`src/design/satd_pkg.sv`:
```
`default_nettype none

package satd_pkg;

    ////////////////////////////////////////////////////////////
    // Block geometry and datapath widths
    ////////////////////////////////////////////////////////////

    // Block edge, also the transform length
    localparam int N_PT       = 8;
    localparam int SAMPLE_W   = 8;

    // Original minus current, -255..255
    localparam int DIFF_W     = 9;

    // After the horizontal pass, |x| <= 8*255
    localparam int ROW_COEF_W = 12;

    // After the vertical pass, |x| <= 64*255
    localparam int COEF_W     = 15;

    localparam int SATD_W     = 21;
    localparam int TOTAL_W    = 32;

    // Cycles from the edge that presents the eighth row to satd_valid
    localparam int LATENCY    = 3;

    ////////////////////////////////////////////////////////////
    // Row and coefficient types
    ////////////////////////////////////////////////////////////

    typedef logic [N_PT-1:0][SAMPLE_W-1:0] sample_row_t;

    typedef struct packed {
        sample_row_t org;
        sample_row_t cur;
    } row_in_t;

    typedef logic signed [ROW_COEF_W-1:0] hcoef_t;
    typedef logic signed [COEF_W-1:0]     vcoef_t;

    // Indexed by horizontal frequency
    typedef hcoef_t [N_PT-1:0] row_coef_t;

    // Indexed [vertical frequency][horizontal frequency]
    typedef vcoef_t [N_PT-1:0][N_PT-1:0] block_coef_t;

endpackage

`default_nettype wire

```
`src/design/column_hadamard.sv`:
```
`timescale 1ns/1ps
`default_nettype none

module column_hadamard (
    input  logic                  clk,
    input  logic                  rst,
    input  logic                  hrow_valid,
    input  satd_pkg::row_coef_t   hrow,
    output satd_pkg::block_coef_t coef,
    output logic                  coef_valid
);

    import satd_pkg::*;

    logic [2:0] row_idx;
    logic       last_row;

    // Partial vertical sums over rows 0..6
    vcoef_t acc [N_PT][N_PT];
    vcoef_t nxt [N_PT][N_PT];

    assign last_row = (row_idx == 3'd7);

    ////////////////////////////////////////////////////////////
    // Vertical butterfly as signed accumulation
    ////////////////////////////////////////////////////////////

    // Row r enters coef m with sign (-1)^popcount(m & r)
    always_comb begin
        vcoef_t term;
        vcoef_t base;
        for (int m = 0; m < N_PT; m++) begin
            for (int c = 0; c < N_PT; c++) begin
                term = vcoef_t'($signed(hrow[c]));
                // Row 0 starts a new sum
                base = (row_idx == 3'd0) ? '0 : acc[m][c];
                if (^(3'(m) & row_idx)) begin
                    nxt[m][c] = base - term;
                end else begin
                    nxt[m][c] = base + term;
                end
            end
        end
    end

    always_ff @(posedge clk) begin
        if (rst) begin
            row_idx    <= 3'd0;
            coef_valid <= 1'b0;
        end else begin
            coef_valid <= hrow_valid && last_row;
            if (hrow_valid) begin
                row_idx <= row_idx + 3'd1;
            end
        end
    end

    // Last row lands in coef so it holds while the next block accumulates
    always_ff @(posedge clk) begin
        if (hrow_valid) begin
            for (int m = 0; m < N_PT; m++) begin
                for (int c = 0; c < N_PT; c++) begin
                    if (last_row) begin
                        coef[m][c] <= nxt[m][c];
                    end else begin
                        acc[m][c] <= nxt[m][c];
                    end
                end
            end
        end
    end

    a_coef_after_row7 : assert property (
        @(posedge clk) disable iff (rst)
        coef_valid |-> $past(hrow_valid) && row_idx == 3'd0
    ) else $error("coef_valid without a preceding row 7");

endmodule

`default_nettype wire

```
`config.mk`:
```
export PLATFORM = sky130hd
export DESIGN_NAME = column_hadamard
export DESIGN_NICKNAME = d
export VERILOG_FILES = /design/src/design/satd_pkg.sv /design/src/design/column_hadamard.sv
export SDC_FILE = /design/constraint.sdc
export NUM_CORES = 2
export LEC_CHECK = 0
export BUFFER_PORTS_ARGS = -buffer_cell sky130_fd_sc_hd__buf_2
export CORE_ASPECT_RATIO = 2
export CORE_MARGIN = 5
export CORE_UTILIZATION = 45
export CTS_BUF_LIST = sky130_fd_sc_hd__clkbuf_2 sky130_fd_sc_hd__clkbuf_4 sky130_fd_sc_hd__clkbuf_8
export CTS_CLUSTER_SIZE = 25
export DETAILED_ROUTE_END_ITERATION = 8
export HOLD_SLACK_MARGIN = 0.05
export PLACE_DENSITY = 0.66
export SETUP_SLACK_MARGIN = 0.3
export SYNTH_ARGS = -nofsm -noshare
export SYNTH_HDL_FRONTEND = slang
export SYNTH_SLANG_ARGS = --single-unit
```
`constraint.sdc`:
```
create_clock -name clk -period 57.6 [get_ports clk]
set_clock_uncertainty 0.2 [all_clocks]
set_input_delay 11.52 -clock clk [delete_from_list [all_inputs] [get_ports clk]]
set_output_delay 11.52 -clock clk [all_outputs]
set_load 0.02 [all_outputs]
```
==> flow_metrics.tcl <==
set metrics [dict create \
    status "complete, no violations" \
    holdPathEnd "acc[0][105]$_DFFE_PP_" \
    drt-wirelength-per-cell_um 24.6 \
    antenna_found_initial 11 \
    fin_crit_ps 16290 \
    start_util 0.451 \
    synth.avg_cell_area_um2 11.4 \
    postCtsHoldBufs 0 \
    finalSetupViolCount 0 \
    p_sw_mw 1.79 \
    switching_share 0.346 \
    seq_area_mm2 0.0577 \
    crit_fanout 78 \
    seq_area_frac_synth 0.504 \
    yosys.area.top_type_share 0.503 \
    first_pass_iters 8 \
    r2r_end "coef[447]$_DFFE_PP_" \
    r2r_cells 9 \
    slew-limit-headroom 0.0905 \
    wl_um 362000 \
    yosysTopAreaCell "edfxtp_1" \
    worstSetupStartpointType "input pin" \
    path_class "input pin to flop" \
    hold_path.startpoint "acc[0][105]$_DFFE_PP_" \
    multi_input_area_mm2 0.0544 \
    r2r_slack_ps 50470 \
    clock_path_buffers 4 \
    rows 262 \
    clk_latency_ps 950 \
    detail-route-antenna-nets 0 \
    gr-total-overflow 0 \
    die_w_um 367 \
    netlist_area_mm2 0.115 \
    vias 83518 \
    worst_setup_path_end_kind "flop" \
    clock_power_share 0.239 \
    yosys-top-cells-area "edfxtp_1 50%, ha_1 9.9%, xnor2_1 8.2%" \
    startpoint "hrow_valid" \
    syn_inst 10078 \
    core-area_mm2 0.254 \
    async_reset_ff_frac 0 \
    synth_edf_count 1920 \
    rsz0062_at_grt "false" \
    area_growth_pct 13.0 \
    die-area_mm2 0.265 \
    io_pins 1060 \
    fillCellCount 22471 \
    final_hold_viol_count 0 \
    cts_made_buffers 299 \
    grt_usage 0.261 \
    drv_slew 0 \
    setup-tns-final_ps 0 \
    min_period_over_period 0.283 \
    hold_depth 2 \
    powerDensity_mw_per_mm2 39.9 \
    first_iter_violations 6114 \
    drive_above_1_share 0.152 \
    synth_warnings 0 \
    cap_violations 0 \
    grt_pass1_wl_um 530000 \
    dpl.hpwl_um 265000 \
    fin_nets 12264 \
    numPortBuffers 1059 \
    vias_per_cell 5.67 \
    fin_util 0.510 \
    die_y_um 724 \
    vdd_drop_max_v 0.0000240 \
    worstPathRequired_ps 57970 \
    stdcell_count 14721 \
    r2r_start "row_idx[0]$_SDFFE_PP0P_" \
    seqPwrFrac 0.394 \
    gp_congestion 0.945 \
    cts_setup_buffers 0 \
    synth_nets 11148 \
    htree_num_levels 5 \
    internal_power_mw 3.39 \
    drc 0 \
    synthFlopType "edfxtp_1" \
    cts_tree "yes" \
    clock_sinks 1924 \
    grt_max_degree 160 \
    clk_pin_slew_ps 60 \
    hp-class "flop to flop" \
    tightest_slew_ps 1350 \
    synth_cell_types 83 \
    arrival_ps 16650 \
    cts_root_buffer "clkbuf_8" \
    grt_pass1_vias 85353 \
    combPwrFrac 0.367 \
    ys_seq_elements 1924 \
    p_leak_nw 51.5 \
    place_inst 14193 \
    fmax_ghz 0.0614 \
    ctsResizeCount 0 \
]
logic make-up (layout without fill, tap and decap cells):
kind of cell | after synthesis | count (layout) | share of synthesized area
xor gates and xnor gates | 1337 | 1337 | 0.102
DFF | 1924 | 1924 | 0.504
muxes | 102 | 102 | 0.00902
AOI/OAI and AO/OA | 2080 | 2080 | 0.117
and+or+nand+nor | 3041 | 3041 | 0.136
other | 0 | 4 | 0
buffers and inverters | 623 | 1962 | 0.0220
adders and majority gates | 971 | 971 | 0.110
metal layers:
layer | vias up | GRT usage | wire length, µm
met5 | - | 0 | 37
met4 | 6 | 0.144 | 22800
met3 | 907 | 0.0688 | 29000
met2 | 3195 | 0.455 | 175000
met1 | 40839 | 0.292 | 135000
li1 | 38571 | - | -
power by group through the flow:
| stage | Sequential [mW] | Combinational (mW) | Clock [mW] |
|---|---|---|---|
| after floorplan | 2.10 | 1.39 | 0 |
| after global placement | 2.06 | 1.82 | 0 |
| after detailed placement | 2.07 | 1.86 | 0 |
| after CTS | 2.04 | 1.88 | 1.27 |
| after global routing | 2.06 | 2.07 | 1.33 |
| final | 2.04 | 1.90 | 1.24 |
registers in the layout, indices dropped and copies added, names as in the netlist:
name / count
acc: 960
coef: 960
coef_valid: 1
row_idx: 3
worst max-delay path by stage:
stage                                     end  depth (start not counted)
after global routing      coef[680]$_DFFE_PP_                          7
final                     coef[447]$_DFFE_PP_                          7
after CTS                 coef[447]$_DFFE_PP_                          7
after global placement    coef[436]$_DFFE_PP_                          7
after floorplan           acc[0][0]$_DFFE_PP_                          1
after detailed placement  coef[436]$_DFFE_PP_                          7
cell usage after synthesis (all sizes together) (35+ instances only):
master     n
nand2b   120
xor2     266
nor2    1124
clkbuf   220
fa        64
a21boi    37
nand4     35
o21bai    49
inv      289
a211oi    92
a21oi    630
edfxtp  1920
ha       907
nor2b    149
buf      114
and2     855
a31oi     44
mux2i     95
nand3     87
o21ai    387
o211ai    63
o22ai     39
o21a     276
a21o     233
or2       37
nor3     120
o41ai     36
xnor2   1071
nand2    354
cell type report:
type | instances | share of cell area
Timing Repair Buffer | 1149 | 0.0469
Clock inverter | 173 | 0.0118
Antenna cell | 4 | 0.0000773
Inverter | 289 | 0.00838
Tap cell | 3300 | 0.0319
Clock buffer | 351 | 0.0350
Sequential cell | 1924 | 0.446
Multi-Input combinational cell | 7531 | 0.420
critical path, stage by stage:
cell and delay, ps:
buf_2 140, and2_4 740, buf_4 860, buf_4 740, buf_4 740, buf_4 780, buf_4 850
stage by stage:
step | cell area, µm² | power [mW] | hold WS [ps] | setup slack [ps]
detailed placement | 123000 | 3.93 | 465 | 40310
floorplan | 115000 | 3.49 | 422 | 2370
CTS | 130000 | 5.20 | 484 | 41420
global placement | 123000 | 3.88 | 450 | 40540
global route | 130000 | 5.46 | 529 | 41100
finish | 130000 | 5.17 | 486 | 41320
cells in the final DEF, fill, tap and decap left out, types with 34 or more instances in the layout:
cell,count
clkinv_1,65
ha_1,906
xor2_1,263
inv_1,287
nand2b_1,113
a21boi_0,37
nor2b_1,148
mux2i_1,94
buf_4,82
o21ai_0,387
nor2_1,1123
o21a_1,276
o22ai_1,39
clkbuf_4,47
a21o_1,233
a31oi_1,44
xnor2_1,1071
buf_2,1059
edfxtp_1,1920
nand4_1,35
clkbuf_8,304
clkinv_2,55
fa_1,64
o41ai_1,35
a211oi_1,92
nand2_1,354
and2_1,852
o21bai_1,49
nand3_1,87
nor3_1,106
a21oi_1,616
or3_1,34
o211ai_1,63
(Power assumes the default switching activity.)
