**src/design/satd_pkg.sv**
```systemverilog
`default_nettype none

package satd_pkg;

    ////////////////////////////////////////////////////////////
    // Block geometry and datapath widths
    ////////////////////////////////////////////////////////////

    // Block edge, also the transform length
    localparam int N_PT       = 8;
    localparam int SAMPLE_W   = 8;

    // Original minus current, -255..255
    localparam int DIFF_W     = 9;

    // After the horizontal pass, |x| <= 8*255
    localparam int ROW_COEF_W = 12;

    // After the vertical pass, |x| <= 64*255
    localparam int COEF_W     = 15;

    localparam int SATD_W     = 21;
    localparam int TOTAL_W    = 32;

    // Cycles from the edge that presents the eighth row to satd_valid
    localparam int LATENCY    = 3;

    ////////////////////////////////////////////////////////////
    // Row and coefficient types
    ////////////////////////////////////////////////////////////

    typedef logic [N_PT-1:0][SAMPLE_W-1:0] sample_row_t;

    typedef struct packed {
        sample_row_t org;
        sample_row_t cur;
    } row_in_t;

    typedef logic signed [ROW_COEF_W-1:0] hcoef_t;
    typedef logic signed [COEF_W-1:0]     vcoef_t;

    // Indexed by horizontal frequency
    typedef hcoef_t [N_PT-1:0] row_coef_t;

    // Indexed [vertical frequency][horizontal frequency]
    typedef vcoef_t [N_PT-1:0][N_PT-1:0] block_coef_t;

endpackage

`default_nettype wire

```
**src/design/row_hadamard.sv**
```systemverilog
`timescale 1ns/1ps
`default_nettype none

module row_hadamard (
    input  logic                clk,
    input  logic                rst,
    input  logic                row_valid,
    input  satd_pkg::row_in_t   row,
    output satd_pkg::row_coef_t hrow,
    output logic                hrow_valid
);

    import satd_pkg::*;

    logic signed [DIFF_W-1:0] diff [N_PT];

    // Butterfly network, bf[0] holds the differences
    hcoef_t bf [4][N_PT];

    // Differences, zero-extended so that the subtraction is signed
    for (genvar j = 0; j < N_PT; j++) begin : g_diff
        assign diff[j] = $signed({1'b0, row.org[j]}) - $signed({1'b0, row.cur[j]});
        assign bf[0][j] = hcoef_t'(diff[j]);
    end

    ////////////////////////////////////////////////////////////
    // Three radix-2 stages, strides 1, 2, 4
    ////////////////////////////////////////////////////////////

    // Natural order out, coef k gets sign (-1)^popcount(k & j)
    for (genvar s = 0; s < 3; s++) begin : g_stage
        for (genvar j = 0; j < N_PT; j++) begin : g_bf
            if ((j & (1 << s)) == 0) begin : g_sum
                assign bf[s+1][j] = bf[s][j] + bf[s][j + (1 << s)];
            end else begin : g_dif
                assign bf[s+1][j] = bf[s][j - (1 << s)] - bf[s][j];
            end
        end
    end

    always_ff @(posedge clk) begin
        if (rst) begin
            hrow_valid <= 1'b0;
        end else begin
            hrow_valid <= row_valid;
        end
    end

    always_ff @(posedge clk) begin
        if (row_valid) begin
            for (int k = 0; k < N_PT; k++) begin
                hrow[k] <= bf[3][k];
            end
        end
    end

endmodule

`default_nettype wire

```
**config.mk**
```make
export PLATFORM = sky130hd
export DESIGN_NAME = row_hadamard
export DESIGN_NICKNAME = d
export VERILOG_FILES = /design/src/design/satd_pkg.sv /design/src/design/row_hadamard.sv
export SDC_FILE = /design/constraint.sdc
export NUM_CORES = 1
export LEC_CHECK = 0
export BUFFER_PORTS_ARGS = -buffer_cell sky130_fd_sc_hd__buf_2
export CORE_ASPECT_RATIO = 0.7
export CORE_UTILIZATION = 40
export DETAILED_ROUTE_END_ITERATION = 12
export SLEW_MARGIN = 25
export SYNTH_ARGS = -nofsm -noshare
export SYNTH_HDL_FRONTEND = slang
export SYNTH_SLANG_ARGS = --single-unit
```
**constraint.sdc**
```tcl
create_clock -name clk -period 8.4 [get_ports clk]
set_clock_uncertainty 0.2 [all_clocks]
set_input_delay 0.84 -clock clk [delete_from_list [all_inputs] [get_ports clk]]
set_output_delay 0.84 -clock clk [all_outputs]
set_load 0.05 [all_outputs]
```
==> metrics.md, run 1 <==
| Metric | Value |
|---|---|
| Outcome | `complete, no violations` |
| Synth cell types | `75` |
| Post-CTS Setup Repair Bufs | `0` |
| Layout cells sized above 1 | `14.7%` |
| Sequential cell area | `2780 um^2` |
| Most used DFF post-synth | `edfxtp_1` |
| Hold Fails Final Rpt | `0` |
| Die width | `232 um` |
| Ys async rst share | `0%` |
| WP buf/inv | `5` |
| Worst path cell trace | `buf_2 > inv_1 > ha_1 > inv_1 > fa_1 > a21o_1 > a21oi_1 > xnor2_1 > ha_1 > inv_1 > a221oi_1 > o21bai_1 > a21oi_1 > xor2_1 > ha_1 > inv_1 > nor2_1 > nor3_1 > xnor2_1 > ha_1 > o41ai_1 > nor2b_1 > o22ai_1` |
| DRT iter0 DRCs | `661` |
| Cell Rows | `58` |
| Clock Root Buffer | `clkbuf_16` |
| Gpl congestion | `0.894` |
| Tcrit/Tclk final | `71.4%` |
| Post-Syn Instances | `1,676` |
| Routed len/inst | `15.8 um` |
| Grt total ovfl | `0` |
| Hold buffers post-CTS | `0` |
| Post-CTS sizing | `0` |
| Syn Nets | `2,140` |
| Max transition margin | `49.9%` |
| Synth top area share | `25.5%` |
| Ant diodes | `0` |
| Hold Path Class | `primary input to flip-flop` |
| ANT nets after route | `0` |
| Count leader, synth | `ha_1` |
| Max clock buf depth | `2` |
| Layout Nets | `2,356` |
| Core Box Area | `36,100 um^2` |
| Starting Density | `40.9%` |
| Largest net degree at the start of global routing | `56` |
| EDFF count, synth | `92` |
| Top Ports | `228` |
| Vias per cell | `5.00` |
| Final min period | `6000 ps` |
| RSZ-0062 raised after global routing | `false` |
| CP Capture Type | `flip-flop` |
| Largest cells by area after synthesis | `ha_1 25%, edfxtp_1 19%, xnor2_1 10%` |
| Critical path class | `primary input to flip-flop` |
| Antenna violations before repair | `1` |
| Vias in the first global route | `11,300` |
| Vias | `11,900` |
| Fmax achieved | `0.167 GHz` |
| Fillers | `3,579` |
| Synth warn | `0` |
| Htree depth | `3` |
| Yosys top cell by area | `ha_1` |
| Delay-heaviest family, CP | `compound AO/OA/AOI/OAI gates` |
| Synth cell count leaders | `301 x ha_1, 298 x inv_1, 169 x xnor2_1` |
| Max-cap viol count | `0` |
| Post-route setup TNS | `0 ps` |
| GRT Total Usage | `20.0%` |
| Total CTS buffers | `9` |
| Final HPWL DP | `32,400 um` |
| Worst-Margin Slew | `752 ps` |
| WP data required | `8320 ps` |
| CTS tree | `yes` |
| Worst path max stage delay | `540 ps` |
| CP startpoint kind | `primary input` |
| IO buf count | `227` |
| Setup violators final | `0` |
| Post-synthesis sequential area ratio | `18.8%` |
| #FFs+latches synth | `93` |
| Worst-path clk slew | `80 ps` |
| Area of the multi-input gates | `10,800 um^2` |
| Cell Area, Synth | `14,800 um^2` |
| Worst-path maximum fanout | `7` |
| Drt drc | `0` |
| Die height | `163 um` |
| DIE AREA | `37,700 um^2` |
| Post-Place Cells | `2,361` |
| Layout Cells excl Fill | `2,377` |
| Area Overhead vs Synth | `13.2%` |
| First-pass GRT wire length | `58,800 um` |
| Avg Cell Area, Syn | `8.82 um^2` |
| CTS Sinks | `93` |
| Final Slew Violations | `0` |
| Post-Route WL | `37,400 um` |
| Worst EP arrival | `5920 ps` |
| DR pass1 iterations | `5` |
| Worst hold slack | `405 ps` |
| Slowest-stage cell, CP | `o41ai_1` |
-- sequential cells by signal, indices dropped and copies added (netlist names) --
name / flops
hrow: 92
hrow_valid: 1
-- layout by cell type, fill, tap and decap left out, types with 11 or more instances in the layout --
master	Yosys	layout
nor2b_1	34	34
a21oi_1	140	140
xor2_1	75	75
edfxtp_1	92	92
buf_2	4	226
nand2_1	35	35
nand2b_1	11	11
nor2_1	87	87
ha_1	301	301
inv_1	298	298
fa_1	32	32
xnor2_1	169	169
a31oi_1	19	19
nor3_1	31	31
a21o_1	64	64
o21bai_1	66	66
o21ai_0	38	38
-- stage by stage --
step,cell area (um^2),setup WS (ps),util (%)
6_report,16700,2400,46.3
5_1_grt,16700,1850,46.3
4_1_cts,16700,2430,46.3
3_5_place_dp,16400,2020,45.4
3_3_place_gp,16400,2180,45.4
2_1_floorplan,14800,2700,-
-- metal layers --
metal	wire, um	GRT usage (%)
met5	0	0
met4	297	3.26
met3	2000	4.31
met2	16100	30.9
met1	19000	28.7
-- area by class of cell --
| class | count | area share (%) |
|---|---|---|
| Clock buffer | 9 | 1.35 |
| Sequential cell | 93 | 16.6 |
| Tap cell | 480 | 3.59 |
| Multi-Input combinational cell | 1262 | 64.4 |
| Clock inverter | 7 | 0.546 |
| Timing Repair Buffer | 228 | 6.85 |
| Inverter | 298 | 6.68 |
-- worst paths after layout --
kind                          to  cells past startpoint  slack [ps]  startpoint
worst max-delay path    hrow[95]                     23        2400     row[72]
worst min-delay path  hrow_valid                      2         400         rst
-- logic make-up after synthesis --
family	synth area share (%)
compound gates	20.2
xor+xnor	14.6
fa+ha+maj	29.8
buf+inv	8.29
flops	18.8
mux	0.135
simple gates	8.12
Power of run 1 is not shown: default switching activity piles up to over one toggle a cycle in this logic, so the estimate is an artifact.
==> run 2, diff against run 1 <==
Settings changed: ABC_AREA set to 1.
Clock period 8.4 ns to 5.6 ns, I/O delays scaled along.
==> run 2 against run 1 <==
- non-clock buffer count is 436 higher
- cell count is 41% higher
- sequential cell count stayed put
- worst hold slack worse by 240 ps
- die area is 9.7% higher
- synthesized cell count is 31% higher
- critical path depth is 4 higher
- global-route usage is 2.6 points higher
- design area is 33% higher
- clock-buffer cell count is 2 higher
- synthesized area is 9.8% higher
- critical endpoint unchanged
- largest cell class unchanged
==> metrics.md, run 2 <==
| Metric | Value |
|---|---|
| Outcome | `complete, no violations` |
| Syn Nets | `2,661 (+24%)` |
| Vias in the first global route | `15,100 (+34%)` |
| Most frequent cells in the layout | `471 x inv_1, 438 x buf_4, 320 x nand2_1, 263 x ha_1, 226 x buf_2` |
| Total CTS buffers | `9 (unchanged)` |
| GRT Total Usage | `22.6% (+2.6 points)` |
| Drt drc | `0 (unchanged)` |
| CP Capture Type | `flip-flop` |
| Post-Syn Instances | `2,197 (+31%)` |
| Hold Path Stages | `2 (unchanged)` |
| IO buf count | `227 (unchanged)` |
| Worst Setup SP | `row[64]` |
| Area Overhead vs Synth | `37.1%` |
| Layout Nets | `3,285 (+39%)` |
| Cell Rows | `61 (+5.2%)` |
| Max-cap viol count | `0 (unchanged)` |
| Final HPWL DP | `42,400 um (+31%)` |
| Synth top area share | `23.2% (-2.3 points)` |
| Cell Area, Synth | `16,200 um^2 (+9.8%)` |
| Largest cells by area after synthesis | `ha_1 23%, edfxtp_1 17%, inv_1 11%` |
| Worst EP arrival | `5300 ps (-620 ps)` |
| Count leader, synth | `inv_1` |
| Gpl congestion | `0.968 (+8.2%)` |
| Layout cells sized above 1 | `30.6% (+16 points)` |
| Synth warn | `0 (unchanged)` |
| Largest net degree at the start of global routing | `49 (-13%)` |
| ANT nets after route | `0 (unchanged)` |
| Worst hold slack | `161 ps (-244 ps)` |
| Commonest non-fill, non-tap cell in the layout | `inv_1` |
| Top Ports | `228 (unchanged)` |
| RSZ-0062 raised after global routing | `true` |
| CTS tree | `yes` |
| Most used DFF post-synth | `edfxtp_1` |
| Setup violators final | `0 (unchanged)` |
| Fmax achieved | `0.186 GHz` |
| Post-route setup TNS | `0 ps (unchanged)` |
| Post-synthesis sequential area ratio | `17.2% (-1.7 points)` |
| Avg Cell Area, Syn | `7.38 um^2 (-16%)` |
| Antenna violations before repair | `0 (-1)` |
| Critical path class | `primary input to flip-flop` |
| Die width | `243 um (+4.7%)` |
| Min-delay src | `rst` |
| Vias | `16,100 (+36%)` |
| Hold Fails Final Rpt | `0 (unchanged)` |
| Post-Route WL | `49,100 um (+31%)` |
| Grt total ovfl | `0 (unchanged)` |
| Starting Density | `40.7% (-0.18 points)` |
| #FFs+latches synth | `93 (unchanged)` |
| Die height | `170 um (+4.7%)` |
| Worst-Margin Slew | `747 ps (-4.71 ps)` |
| Largest registers | `hrow (92), hrow_valid (1)` |
| Max transition margin | `49.6% (-0.21 points)` |
| Hold buffers post-CTS | `0 (unchanged)` |
| CTS Sinks | `93 (unchanged)` |
| Worst-path clk slew | `70 ps (about the same)` |
| Synth cell types | `46 (-39%)` |
| Synth cell count leaders | `484 x inv_1, 321 x nand2_1, 301 x ha_1` |
| Max reg flops | `92 (unchanged)` |
| Vias per cell | `4.80 (-4.1%)` |
| Clock Root Buffer | `clkbuf_16` |
| First-pass GRT wire length | `75,700 um (+29%)` |
| Max clock buf depth | `2 (unchanged)` |
| DR pass1 iterations | `5 (unchanged)` |
| Tcrit/Tclk final | `96.2%` |
| DIE AREA | `41,400 um^2 (+9.7%)` |
| Htree depth | `3 (unchanged)` |
| EDFF count, synth | `92 (unchanged)` |
| Ys async rst share | `0% (unchanged)` |
| Final min period | `5390 ps` |
| Largest register by flop count | `hrow` |
| Ant diodes | `0 (unchanged)` |
| CP startpoint kind | `primary input` |
| Worst-path maximum fanout | `6 (-1)` |
| Hold Path Class | `primary input to flip-flop` |
| DRT iter0 DRCs | `997 (+51%)` |
| Routed len/inst | `14.6 um (-7.3%)` |
| WP data required | `5510 ps (-2810 ps)` |
| Yosys top cell by area | `ha_1` |
| Core Box Area | `39,800 um^2 (+10%)` |
| Final Slew Violations | `0 (unchanged)` |
-- run 2: critical path, stage by stage --
cell and delay [ps]:
buf_2 100, inv_1 50, ha_1 130, inv_1 50, fa_1 380, buf_4 160, xor2_2 180, ha_1 390
inv_1 80, buf_4 140, a31oi_2 180, xor2_1 190, inv_1 100, ha_1 340, buf_4 180, nor4_2 340
a21oi_1 140, xor2_1 280, ha_2 380, inv_1 120, nand2_1 90, nor3_2 160, nand4_1 160, nand4_1 210
nand2_1 70, nand3_1 60, o21ai_0 70
-- run 2: cell families after synthesis --
| group | synth area share [%] |
|---|---|
| flip-flops | 17.2 |
| adder cells (fa/ha/maj) | 27.2 |
| AO/OA/AOI/OAI | 12.5 |
| AND/OR/NAND/NOR | 18.0 |
| XOR/XNOR | 12.0 |
| buffers and inverters | 13.2 |
-- run 2: area by class of cell --
cell class,count,area (um^2)
fillers,3853,17600
repair buffers,664,4420
multi-input cells,1566,12300
flip-flops and latches,93,2780
clock inverters,4,26.3
clock buffers,11,233
inverters,487,1830
well taps,535,669
-- run 2: per-layer routing --
layer	track usage [%]	share of wire, %
met4	3.14	0.64
met2	32.6	40
met5	0	0
met1	35.5	53
met3	3.30	5.7
-- run 2: worst paths after layout --
kind	end	slack, ps
max	hrow[95]	210
min	hrow_valid	160
-- run 2: repair_timing --
item,4_1_cts,5_1_grt
setup endpoints to repair,6,48
resized for setup,5,193
pin swaps,0,63
buffers inserted,0,14
-- run 2: per-stage QoR --
stage / util, % / cell area, um^2 / setup slack [ps] / cells
after floorplan: - / 16200 / 164 / 2197
after global placement: 52.4 / 20900 / -365 / 3331
after detailed placement: 52.4 / 20900 / -479 / 3331
after CTS: 53.1 / 21200 / 2.13 / 3346
after global routing: 55.8 / 22200 / -117 / 3360
final: 55.8 / 22200 / 213 / 3360
Power of run 2 is left out for the same reason.
==> run 3, diff against run 2 <==
Clock period 5.6 ns to 6 ns, I/O delays scaled along.
==> run 3 against run 2 <==
- wire length fell by 6.1%
- die area did not move
- utilization shrank 6.7 points
- clock-buffer cell count fell by 1
- first-iteration DRC count shrank 3.4%
- worst hold slack better by 27 ps
- non-clock buffer count decreased by 269
- critical path depth increased by 6
- worst setup slack gained 130 ps
- sequential cell count unchanged
==> metrics.md, run 3 (synthesis gave the netlist of run 2 again) <==
| Metric | Value |
|---|---|
| Outcome | `complete, no violations` |
| Worst EP arrival | `5640 ps (+340 ps)` |
| RSZ-0062 raised after global routing | `false` |
| Core Box Area | `39,800 um^2 (unchanged)` |
| Die height | `170 um (unchanged)` |
| Max clock buf depth | `2 (unchanged)` |
| First-pass GRT wire length | `73,100 um (-3.5%)` |
| Hold Fails Final Rpt | `0 (unchanged)` |
| DR pass1 iterations | `5 (unchanged)` |
| Htree depth | `3 (unchanged)` |
| Layout Nets | `3,016 (-8.2%)` |
| CTS tree | `yes` |
| Largest registers | `hrow (92), hrow_valid (1)` |
| Final WS setup | `347 ps (+134 ps)` |
| Min-delay src | `rst` |
| DRT iter0 DRCs | `963 (-3.4%)` |
| ANT nets after route | `0 (unchanged)` |
| CP startpoint kind | `primary input` |
| Worst-path maximum fanout | `5 (-1)` |
| Slowest-stage cell, CP | `ha_1` |
| CP Capture Type | `flip-flop` |
| Worst-Margin Slew | `806 ps (+58.2 ps)` |
| Commonest non-fill, non-tap cell in the layout | `inv_1` |
| Max-cap viol count | `0 (unchanged)` |
| Final min period | `5650 ps` |
| DIE AREA | `41,400 um^2 (unchanged)` |
| Post-Route WL | `46,100 um (-6.1%)` |
| Top Ports | `228 (unchanged)` |
| Max transition margin | `46.3% (-3.4 points)` |
| Total CTS buffers | `9 (unchanged)` |
| Worst path max stage delay | `410 ps (+20 ps)` |
| Layout Cells excl Fill | `3,092 (-8.0%)` |
| Post-Place Cells | `3,075 (-7.7%)` |
| Ant diodes | `0 (unchanged)` |
| Hold Path Stages | `2 (unchanged)` |
| Worst-path clk slew | `70 ps (about the same)` |
| Most frequent cells in the layout | `483 x inv_1, 321 x nand2_1, 287 x ha_1, 226 x buf_2, 189 x xor2_1` |
| IO buf count | `227 (unchanged)` |
| Clock Root Buffer | `clkbuf_16` |
| Layout cells sized above 1 | `19.0% (-12 points)` |
| Starting Density | `40.7% (unchanged)` |
| Routed len/inst | `14.9 um (+2.0%)` |
| Worst slack at placement | `-358 ps (+120 ps)` |
| Area Overhead vs Synth | `20.7%` |
| Critical path class | `primary input to flip-flop` |
| Fmax achieved | `0.177 GHz` |
| Final Slew Violations | `0 (unchanged)` |
| Endpoint, Worst Hold | `hrow_valid` |
| Final HPWL DP | `40,600 um (-4.2%)` |
| Largest net degree at the start of global routing | `64 (+31%)` |
| CTS Sinks | `93 (unchanged)` |
| Hold Path Class | `primary input to flip-flop` |
| Max reg flops | `92 (unchanged)` |
| Vias in the first global route | `14,100 (-6.4%)` |
| Vias | `15,200 (-5.7%)` |
| Drt drc | `0 (unchanged)` |
| Antenna violations before repair | `0 (unchanged)` |
| Setup violators final | `0 (unchanged)` |
| Gpl congestion | `0.969 (+0.11%)` |
| Cell Rows | `61 (unchanged)` |
| Largest register by flop count | `hrow` |
| WP data required | `5990 ps (+480 ps)` |
| Tcrit/Tclk final | `94.2%` |
| Vias per cell | `4.92 (+2.4%)` |
| Hold buffers post-CTS | `0 (unchanged)` |
| Die width | `243 um (unchanged)` |
| GRT Total Usage | `22.0% (-0.58 points)` |
| Grt total ovfl | `0 (unchanged)` |
[run 3: cell types whose count changed in the layout (fill, tap and decap cells not counted), moves of 8 or more]
| cell | change |
|---|---|
| buf_4 | -269 |
| a21oi_1 | +24 |
| a21oi_2 | -24 |
| ha_1 | +24 |
| ha_4 | -20 |
| xor2_1 | +16 |
| xor2_2 | -15 |
| o21ai_0 | +13 |
| inv_1 | +12 |
| inv_2 | -12 |
| o21ai_1 | -12 |
| nor3_1 | +9 |
| nor3_2 | -8 |
[run 3: worst max-delay path, delay by kind of cell]
family	cells	cell delay, ps
AOI/OAI and AO/OA	3	620
xor gates and xnor gates	2	600
adders and majority gates	5	1670
buffers and inverters	9	700
and+or+nand+nor	14	1450
[run 3: how the worst max path moves through the flow]
stage               startpoint  endpoint  slack [ps]  cells after the start
floorplan             row[112]  hrow[70]         520                     31
global placement       row[88]  hrow[95]        -250                     34
detailed placement     row[64]  hrow[47]        -360                     32
CTS                    row[64]  hrow[47]          30                     32
global route           row[64]  hrow[47]           2                     32
finish                 row[88]  hrow[34]         350                     33
[run 3: per-stage QoR]
stage                     hold slack [ps]  cell area, um^2  TNS (ps)  utilization [%]
final                                 188            19600         0             49.1
after global routing                  191            19600         0             49.1
after CTS                             176            19200         0             48.3
after detailed placement              563            19000     -2820             47.6
after global placement                560            19000      -989             47.6
after floorplan                       471            16200         0                -
[run 3: routing by layer]
layer / GRT usage, % / up-vias / wire length [um]
met5: 0 / - / 0
met4: 3.99 / 0 / 428
met1: 35.6 / 6961 / 25300
met3: 2.96 / 21 / 2780
met2: 30.1 / 396 / 17600
li1: - / 7826 / -
[run 3: timing repair]
item                                    in CTS  in global routing
endpoints found under the setup margin       0                 22
gates resized for setup                      0                 60
buffers inserted                             0                  1
[run 3: area by class of cell]
cell class	instances	area (um^2)
Sequential cell	93	2780
Multi-Input combinational cell	1566	11600
Clock inverter	6	41.3
Timing Repair Buffer	395	2400
Fill cell	4102	20300
Inverter	487	1830
Tap cell	535	669
Clock buffer	10	229
Power of run 3 is left out for the same reason.
